<file path="src/common/blimp_pkg.sv">
/*
  Shared types for the reduced Blimp core. Eight architectural registers,
  r0 reads as zero. Sequence numbers are 5 bits and wrap, so they order
  results only within a window of 32 instructions.
*/
`default_nettype none

package blimp_pkg;

  //------------------------------------------------------------
  // Sizes
  //------------------------------------------------------------

  localparam int num_regs       = 8;
  localparam int mul_stages     = 4;
  localparam int mul_slice_bits = 32 / mul_stages;  // Multiplier bits per stage

  typedef logic [$clog2(num_regs)-1:0] reg_addr_t;
  typedef logic [31:0]                 data_t;
  typedef logic [4:0]                  seq_num_t;
  typedef logic [15:0]                 imm_t;

  //------------------------------------------------------------
  // Operations
  //------------------------------------------------------------

  typedef enum logic [2:0] {
    OP_ADD = 3'd0,
    OP_SUB = 3'd1,
    OP_AND = 3'd2,
    OP_XOR = 3'd3,
    OP_SLL = 3'd4,  // Shift by low 5 bits of rs2
    OP_LI  = 3'd5,  // Load immediate
    OP_MUL = 3'd6
  } op_t;

  //------------------------------------------------------------
  // Pipe payloads
  //------------------------------------------------------------

  // Decoded instruction from the testbench
  typedef struct packed {
    op_t       op;
    reg_addr_t rd;
    reg_addr_t rs1;
    reg_addr_t rs2;
    imm_t      imm;  // Zero-extended on use
  } inst_t;

  // Issued operation with operands already read
  typedef struct packed {
    op_t       op;
    seq_num_t  seq;
    reg_addr_t rd;
    data_t     opa;
    data_t     opb;  // Immediate for OP_LI
  } issue_t;

  // Completed result headed for the register file
  typedef struct packed {
    seq_num_t  seq;
    reg_addr_t waddr;
    data_t     wdata;
  } result_t;

endpackage

`default_nettype wire

</file>
<file path="src/hw/decode_issue/decode_issue_unit.sv">
/*
  Register file, scoreboard and single issue register. An instruction
  waits while any register it reads or writes has a result pending.
  No bypass: a value written back is readable the following cycle.
*/
`timescale 1ns/1ps
`default_nettype none

module decode_issue_unit (
  input  logic               clk,
  input  logic               reset,

  input  logic               inst_val,
  input  blimp_pkg::inst_t   inst,
  output logic               inst_rdy,

  output logic               alu_val,
  output blimp_pkg::issue_t  alu_req,
  input  logic               alu_rdy,

  output logic               mul_val,
  output blimp_pkg::issue_t  mul_req,

  input  logic               wb_val,
  input  blimp_pkg::result_t wb
);

  import blimp_pkg::*;

  data_t               rf [num_regs];
  logic [num_regs-1:0] pending;      // One bit per register with a write in flight
  seq_num_t            seq_next;

  logic   iss_val;
  logic   iss_mul;
  issue_t iss;

  logic   uses_srcs;
  logic   hazard;
  logic   iss_free;
  logic   accept;

  //------------------------------------------------------------
  // Register file
  //------------------------------------------------------------

  always_ff @(posedge clk) begin
    if (reset) begin
      for (int i = 0; i < num_regs; i++) begin
        rf[i] <= '0;
      end
    end else if (wb_val && wb.waddr != '0) begin  // r0 stays zero
      rf[wb.waddr] <= wb.wdata;
    end
  end

  //------------------------------------------------------------
  // Scoreboard and hazard check
  //------------------------------------------------------------

  assign uses_srcs = (inst.op != OP_LI);
  assign hazard    = pending[inst.rd] ||
                     (uses_srcs && (pending[inst.rs1] || pending[inst.rs2]));

  // Issue register can take a new entry unless an ALU op is stuck in it
  assign iss_free  = !iss_val || iss_mul || alu_rdy;
  assign inst_rdy  = !hazard && iss_free;
  assign accept    = inst_val && inst_rdy;

  always_ff @(posedge clk) begin
    if (reset) begin
      pending <= '0;
    end else begin
      if (wb_val) begin
        pending[wb.waddr] <= 1'b0;
      end
      if (accept && inst.rd != '0) begin
        pending[inst.rd] <= 1'b1;  // Never the same register as the clear
      end
    end
  end

  //------------------------------------------------------------
  // Issue register and sequence numbering
  //------------------------------------------------------------

  always_ff @(posedge clk) begin
    if (reset) begin
      iss_val  <= 1'b0;
      seq_next <= '0;
    end else if (accept) begin
      iss_val  <= 1'b1;
      seq_next <= seq_next + 1'b1;
    end else if (iss_free) begin
      iss_val  <= 1'b0;
    end
  end

  always_ff @(posedge clk) begin
    if (accept) begin
      iss.op  <= inst.op;
      iss.seq <= seq_next;
      iss.rd  <= inst.rd;
      iss.opa <= rf[inst.rs1];
      iss.opb <= (inst.op == OP_LI) ? data_t'(inst.imm) : rf[inst.rs2];
    end
  end

  // Steering by op
  assign iss_mul = (iss.op == OP_MUL);
  assign alu_val = iss_val && !iss_mul;
  assign mul_val = iss_val && iss_mul;
  assign alu_req = iss;
  assign mul_req = iss;

endmodule

`default_nettype wire

</file>
<file path="src/hw/execute/alu_unit.sv">
/*
  Single-cycle ALU for every op except OP_MUL. The result register
  holds while the downstream ready is low.
*/
`timescale 1ns/1ps
`default_nettype none

module alu_unit (
  input  logic               clk,
  input  logic               reset,

  input  logic               req_val,
  input  blimp_pkg::issue_t  req,
  output logic               req_rdy,

  output logic               res_val,
  output blimp_pkg::result_t res,
  input  logic               res_rdy
);

  import blimp_pkg::*;

  data_t alu_out;
  logic  req_go;

  always_comb begin
    case (req.op)
      OP_ADD:  alu_out = req.opa + req.opb;
      OP_SUB:  alu_out = req.opa - req.opb;
      OP_AND:  alu_out = req.opa & req.opb;
      OP_XOR:  alu_out = req.opa ^ req.opb;
      OP_SLL:  alu_out = req.opa << req.opb[4:0];
      OP_LI:   alu_out = req.opb;
      default: alu_out = '0;  // Multiplies go to the other pipe
    endcase
  end

  assign req_rdy = !res_val || res_rdy;
  assign req_go  = req_val && req_rdy;

  always_ff @(posedge clk) begin
    if (reset) begin
      res_val <= 1'b0;
    end else if (req_go) begin
      res_val <= 1'b1;
    end else if (res_rdy) begin
      res_val <= 1'b0;
    end
  end

  always_ff @(posedge clk) begin
    if (req_go) begin
      res.seq   <= req.seq;
      res.waddr <= req.rd;
      res.wdata <= alu_out;
    end
  end

endmodule

`default_nettype wire

</file>
<file path="src/hw/execute/ex_queue.sv">
/*
  One-entry result queue. A full entry can be replaced in the cycle it
  drains, so back-to-back results pass without a bubble.
*/
`timescale 1ns/1ps
`default_nettype none

module ex_queue (
  input  logic               clk,
  input  logic               reset,

  input  logic               in_val,
  input  blimp_pkg::result_t in,
  output logic               in_rdy,

  output logic               out_val,
  output blimp_pkg::result_t out,
  input  logic               out_rdy
);

  logic full;
  logic enq;

  assign in_rdy  = !full || out_rdy;  // Drain and refill in one cycle
  assign enq     = in_val && in_rdy;
  assign out_val = full;

  always_ff @(posedge clk) begin
    if (reset) begin
      full <= 1'b0;
    end else if (enq) begin
      full <= 1'b1;
    end else if (out_rdy) begin
      full <= 1'b0;
    end
  end

  // Entry storage
  always_ff @(posedge clk) begin
    if (enq) begin
      out <= in;
    end
  end

endmodule

`default_nettype wire

</file>
<file path="src/hw/execute/pipelined_multiplier.sv">
/*
  Multiplier pipe of mul_stages registers, low 32 bits of the product.
  Each stage adds one mul_slice_bits slice of opb; needs mul_stages >= 2.
  Never stalls, so writeback must always take its result.
*/
`timescale 1ns/1ps
`default_nettype none

module pipelined_multiplier (
  input  logic               clk,
  input  logic               reset,

  input  logic               req_val,
  input  blimp_pkg::issue_t  req,

  output logic               res_val,
  output blimp_pkg::result_t res
);

  import blimp_pkg::*;

  logic [mul_stages-1:0] stage_val;
  seq_num_t              stage_seq [mul_stages];
  reg_addr_t             stage_rd  [mul_stages];
  data_t                 stage_acc [mul_stages];
  data_t                 stage_a   [mul_stages-1];  // Operands only needed until the last add
  data_t                 stage_b   [mul_stages-1];

  // Partial product of opa with slice s of opb, shifted into place
  function automatic data_t partial(input data_t a, input data_t b, input int s);
    data_t slice;
    slice = data_t'(b[s*mul_slice_bits +: mul_slice_bits]);
    return (a * slice) << (s * mul_slice_bits);
  endfunction

  always_ff @(posedge clk) begin
    if (reset) begin
      stage_val <= '0;
    end else begin
      stage_val <= {stage_val[mul_stages-2:0], req_val};
    end
  end

  //------------------------------------------------------------
  // Datapath stages
  //------------------------------------------------------------

  always_ff @(posedge clk) begin
    stage_seq[0] <= req.seq;
    stage_rd[0]  <= req.rd;
    stage_acc[0] <= partial(req.opa, req.opb, 0);
    stage_a[0]   <= req.opa;
    stage_b[0]   <= req.opb;

    for (int s = 1; s < mul_stages; s++) begin
      stage_seq[s] <= stage_seq[s-1];
      stage_rd[s]  <= stage_rd[s-1];
      stage_acc[s] <= stage_acc[s-1] + partial(stage_a[s-1], stage_b[s-1], s);
    end

    for (int s = 1; s < mul_stages - 1; s++) begin
      stage_a[s] <= stage_a[s-1];
      stage_b[s] <= stage_b[s-1];
    end
  end

  assign res_val   = stage_val[mul_stages-1];
  assign res.seq   = stage_seq[mul_stages-1];
  assign res.waddr = stage_rd[mul_stages-1];
  assign res.wdata = stage_acc[mul_stages-1];

endmodule

`default_nettype wire

</file>
<file path="src/hw/writeback/writeback_unit.sv">
/*
  Picks one result per cycle, multiplier first. The write port to the
  register file is combinational; the trace record lags it by a cycle.
*/
`timescale 1ns/1ps
`default_nettype none

module writeback_unit (
  input  logic               clk,
  input  logic               reset,

  input  logic               mul_val,
  input  blimp_pkg::result_t mul_res,

  input  logic               q_val,
  input  blimp_pkg::result_t q_res,
  output logic               q_rdy,

  output logic               wb_val,
  output blimp_pkg::result_t wb,

  output logic               trace_val,
  output blimp_pkg::result_t trace
);

  //------------------------------------------------------------
  // Arbitration
  //------------------------------------------------------------

  // Multiplier cannot stall, so it always wins
  assign q_rdy  = !mul_val;
  assign wb_val = mul_val || q_val;
  assign wb     = mul_val ? mul_res : q_res;

  //------------------------------------------------------------
  // Trace register
  //------------------------------------------------------------

  always_ff @(posedge clk) begin
    if (reset) begin
      trace_val <= 1'b0;
    end else begin
      trace_val <= wb_val;
    end
  end

  always_ff @(posedge clk) begin
    if (wb_val) begin
      trace <= wb;  // Includes writes to r0
    end
  end

endmodule

`default_nettype wire

</file>
<file path="src/hw/blimp_core.sv">
/*
  Reduced Blimp core with out-of-order completion. No fetch, memory,
  branches or renaming; the scoreboard keeps results program-correct.
*/
`timescale 1ns/1ps
`default_nettype none

module blimp_core (
  input  logic               clk,
  input  logic               reset,

  input  logic               inst_val,
  input  blimp_pkg::inst_t   inst,
  output logic               inst_rdy,

  output logic               trace_val,
  output blimp_pkg::result_t trace
);

  import blimp_pkg::*;

  //------------------------------------------------------------
  // Links between units
  //------------------------------------------------------------

  logic    alu_val;
  issue_t  alu_req;
  logic    alu_rdy;
  logic    mul_val;
  issue_t  mul_req;

  logic    alu_res_val;  // ALU into queue
  result_t alu_res;
  logic    alu_res_rdy;

  logic    q_val;        // Queue into writeback
  result_t q_res;
  logic    q_rdy;

  logic    mul_res_val;
  result_t mul_res;

  logic    wb_val;
  result_t wb;

  //------------------------------------------------------------
  // Units
  //------------------------------------------------------------

  decode_issue_unit diu (
    .clk      (clk),
    .reset    (reset),
    .inst_val (inst_val),
    .inst     (inst),
    .inst_rdy (inst_rdy),
    .alu_val  (alu_val),
    .alu_req  (alu_req),
    .alu_rdy  (alu_rdy),
    .mul_val  (mul_val),
    .mul_req  (mul_req),
    .wb_val   (wb_val),
    .wb       (wb)
  );

  alu_unit alu_xu (
    .clk     (clk),
    .reset   (reset),
    .req_val (alu_val),
    .req     (alu_req),
    .req_rdy (alu_rdy),
    .res_val (alu_res_val),
    .res     (alu_res),
    .res_rdy (alu_res_rdy)
  );

  ex_queue alu_buf (
    .clk     (clk),
    .reset   (reset),
    .in_val  (alu_res_val),
    .in      (alu_res),
    .in_rdy  (alu_res_rdy),
    .out_val (q_val),
    .out     (q_res),
    .out_rdy (q_rdy)
  );

  pipelined_multiplier mul_xu (
    .clk     (clk),
    .reset   (reset),
    .req_val (mul_val),
    .req     (mul_req),
    .res_val (mul_res_val),
    .res     (mul_res)
  );

  writeback_unit wbu (
    .clk       (clk),
    .reset     (reset),
    .mul_val   (mul_res_val),
    .mul_res   (mul_res),
    .q_val     (q_val),
    .q_res     (q_res),
    .q_rdy     (q_rdy),
    .wb_val    (wb_val),
    .wb        (wb),
    .trace_val (trace_val),
    .trace     (trace)
  );

endmodule

`default_nettype wire

</file>
<file path="config.mk">
export PLATFORM = sky130hd
export DESIGN_NAME = blimp_core
export DESIGN_NICKNAME = d
export VERILOG_FILES = /design/src/common/blimp_pkg.sv /design/src/hw/decode_issue/decode_issue_unit.sv /design/src/hw/execute/alu_unit.sv /design/src/hw/execute/ex_queue.sv /design/src/hw/execute/pipelined_multiplier.sv /design/src/hw/writeback/writeback_unit.sv /design/src/hw/blimp_core.sv
export SDC_FILE = /design/constraint.sdc
export NUM_CORES = 2
export LEC_CHECK = 0
export ABC_AREA = 0
export BUFFER_PORTS_ARGS = -buffer_cell sky130_fd_sc_hd__buf_4
export CAP_MARGIN = 20
export CORE_MARGIN = 2
export CORE_UTILIZATION = 65
export CTS_CLUSTER_SIZE = 24
export DETAILED_ROUTE_END_ITERATION = 8
export PLACE_DENSITY = 0.8
export SETUP_SLACK_MARGIN = 0.3
export SLEW_MARGIN = 20
export SYNTH_ARGS = -nofsm -noshare
export SYNTH_HDL_FRONTEND = slang
export SYNTH_HIERARCHICAL = 1
export SYNTH_SLANG_ARGS = --single-unit
</file>
<file path="constraint.sdc">
create_clock -name clk -period 8.8 [get_ports clk]
set_input_delay 2.2 -clock clk [delete_from_list [all_inputs] [get_ports clk]]
set_output_delay 2.2 -clock clk [all_outputs]
set_load 0.05 [all_outputs]
</file>
==> impl_metrics.csv <==
group,metric,value,unit
outcome,status,"completed",
placed_design,dp_hpwl,81.9,mm
timing,fin_crit_sh,0.793,
power_and_ir_drop,p_leak,21.2,nW
synthesis,synth_warnings,6,
cts,hold_buffers,0,
grt,first_global_vias,32800,
grt,track_usage,0.331,
cts,postCtsSetupBuffers,0,
die,core,73000,um^2
timing,worst_hold_slack,0.295,ns
worst_hold_path,whs_path_depth,0,
die,chipWidth,276,um
worst_hold_path,hp-start,"mul_xu/stage_acc[0][5]",
critical_path,end_kind,"flop",
flow_run,drv_cap,0,
die,die-area,76000,um^2
timing,finalSetupViolCount,0,
critical_path,crit_path_start_kind,"flop",
worst_hold_path,hold_class,"reg -> reg",
timing,rsz0062_at_grt,"no",
final_layout,n_antenna_cell,0,
timing,timing.slew.headroom,0.222,
routing,vias_per_cell,6.22,
cts,clkLatencyLatePin,0.67,ns
die,ios,73,
grt,grt_pass1_wl,190,mm
power_and_ir_drop,vdd.ir_drop.worst,0.000710,V
critical_path,cp_slowest_cell,"dfxtp_1",
cts,numCtsBuffers,77,
cts,tritoncts,"done",
critical_path,crit_type,"reg -> reg",
cts,path_clk_slew,0.06,ns
synthesis,syn_area,48000,um^2
critical_path,path_common_cell,"fa_1",
timing,worst_pin_slew,1.17,ns
critical_path,max_stage_delay,0.82,ns
grt,grt_remaining_overflow,0,
final_layout,final_area,51800,um^2
critical_path,cp.arrival,7.47,ns
critical_path,r2r_end,"mul_xu/stage_acc[1][31]",
critical_path,timing.reg2reg.setup_slack,1.82,ns
die,rows,99,
cts,cts_root_buf,"clkbuf_16",
worst_hold_path,holdPathEnd,"mul_xu/stage_acc[1][5]",
timing,slew_violations,0,
cts,cts_resized,0,
timing,hold_viol,0,
synthesis,synth.avg_cell_area,11.8,um^2
routing,final_antenna_net_count,0,
critical_path,worstPathRequired,9.29,ns
grt,grt_antenna_before_repair,2,
critical_path,path_delay_family,"adder cells",
timing,setup_tns,0,ns
routing,wirelength,122,mm
cts,clockBufferDepth,3,
timing,fmax,0.143,GHz
critical_path,r2r-start,"mul_xu/stage_b[0][10]",
placed_design,port_buffers,72,
die,start_util,0.658,
routing,wl_per_cell,24.0,um
critical_path,crit_path_max_fanout,22,
final_layout,final_nets,4646,
routing,drtIter0Drc,3444,
routing,firstDrtPassIters,6,
routing,drcViolationCount,0,
critical_path,worst-path-buf-inv,3,
routing,route.vias.total,31600,
final_layout,area_growth,7.94,%
placed_design,post_dp_cell_area,49000,um^2
cts,cts_sinks,728,
timing,period_needed,6.98,ns
synthesis,syn-instance-count,4062,
grt,grt_max_degree,67,
die,die_h,276,um
timing,skew,0.0654,ns
final_layout,drive_above_1_share,0.133,
critical_path,reg2reg_depth,26,
cts,cts_max_level,3,
placed_design,place.gp.congestion,0.960,
power_and_ir_drop,powerDensity,376,nW/um^2
-- registers in the layout (all words and copies together), names as in the netlist, 4 cells and up --
register and flops:
mul_xu/stage_rd 12, mul_xu/stage_seq 20, mul_xu/stage_b 48, alu_xu/res 40, alu_buf/out 40, diu/rf 256
mul_xu/stage_a 48, diu/pending 8, mul_xu/stage_val 4, diu/alu_req 75, diu/seq_next 5, mul_xu/stage_acc 128
wbu/trace 40
-- area by class of cell --
class / instances / area, um^2
tap: 959 / 1200
inverter: 351 / 1320
timing repair buffer: 114 / 856
clock inverter: 31 / 487
clock buffer: 113 / 2290
multi-input combinational: 2779 / 26500
fill: 4882 / 21200
sequential: 728 / 19100
-- report_power, final --
part | leakage, nW | switching, mW | internal (mW)
sequential | 6.81 | 0.429 | 4.32
clock | 1.34 | 1.43 | 2.05
combinational | 13.1 | 6.28 | 4.97
total | 21.2 | 8.14 | 11.3
-- stage by stage --
stage | power [mW] | setup WS (ns) | cells | util
6_report | 19.5 | 1.82 | 5075 | 0.710
5_1_grt | 20.9 | 1.41 | 5075 | 0.710
4_1_cts | 19.4 | 1.84 | 5075 | 0.710
3_5_place_dp | 15.8 | 1.92 | 4931 | 0.672
3_3_place_gp | 15.6 | 2.05 | 4931 | 0.672
2_1_floorplan | 13.3 | 2.56 | 4093 | -
-- metal layers --
layer,track usage,vias up,wire length (um),share of wire
met3,0.0562,331,10600,0.087
met5,0,-,24,0.00020
met4,0.148,4,5680,0.047
met1,0.446,15700,48000,0.39
met2,0.532,1584,57500,0.47
li1,-,13900,-,-
-- worst max path at each step --
stage                           from                 endpoint  slack (ns)  cells past startpoint
5_1_grt        mul_xu/stage_b[0][10]  mul_xu/stage_acc[1][31]        1.41                     26
3_5_place_dp   mul_xu/stage_b[0][10]  mul_xu/stage_acc[1][31]        1.92                     26
6_report       mul_xu/stage_b[0][10]  mul_xu/stage_acc[1][31]        1.82                     26
2_1_floorplan  mul_xu/stage_b[0][12]  mul_xu/stage_acc[1][31]        2.56                     28
4_1_cts        mul_xu/stage_b[0][10]  mul_xu/stage_acc[1][31]        1.84                     26
3_3_place_gp   mul_xu/stage_b[0][10]  mul_xu/stage_acc[1][31]        2.05                     26
-- cells in the final DEF, fill, tap and decap left out, types with 10 or more instances in the layout --
cell,n
and3_1,11
or3_1,14
clkbuf_1,20
nor2b_1,15
mux4_2,154
xnor2_1,139
mux2i_1,81
and2_1,527
o31ai_1,18
xor2_1,65
nor3_1,28
a21oi_1,136
o221ai_1,11
o21a_1,14
fa_1,340
clkbuf_8,10
inv_1,348
o22ai_1,13
buf_4,114
o21bai_1,22
nand4_1,13
a31oi_1,16
ha_1,224
clkbuf_16,83
conb_1,32
edfxtp_1,451
nor2_1,103
mux2_2,55
nand2b_1,20
nand2_1,350
nand3_1,28
o21ai_0,94
a222oi_1,13
mux2_4,37
a211oi_1,14
a21o_1,43
dfxtp_1,276
(Power assumes the default switching activity.)
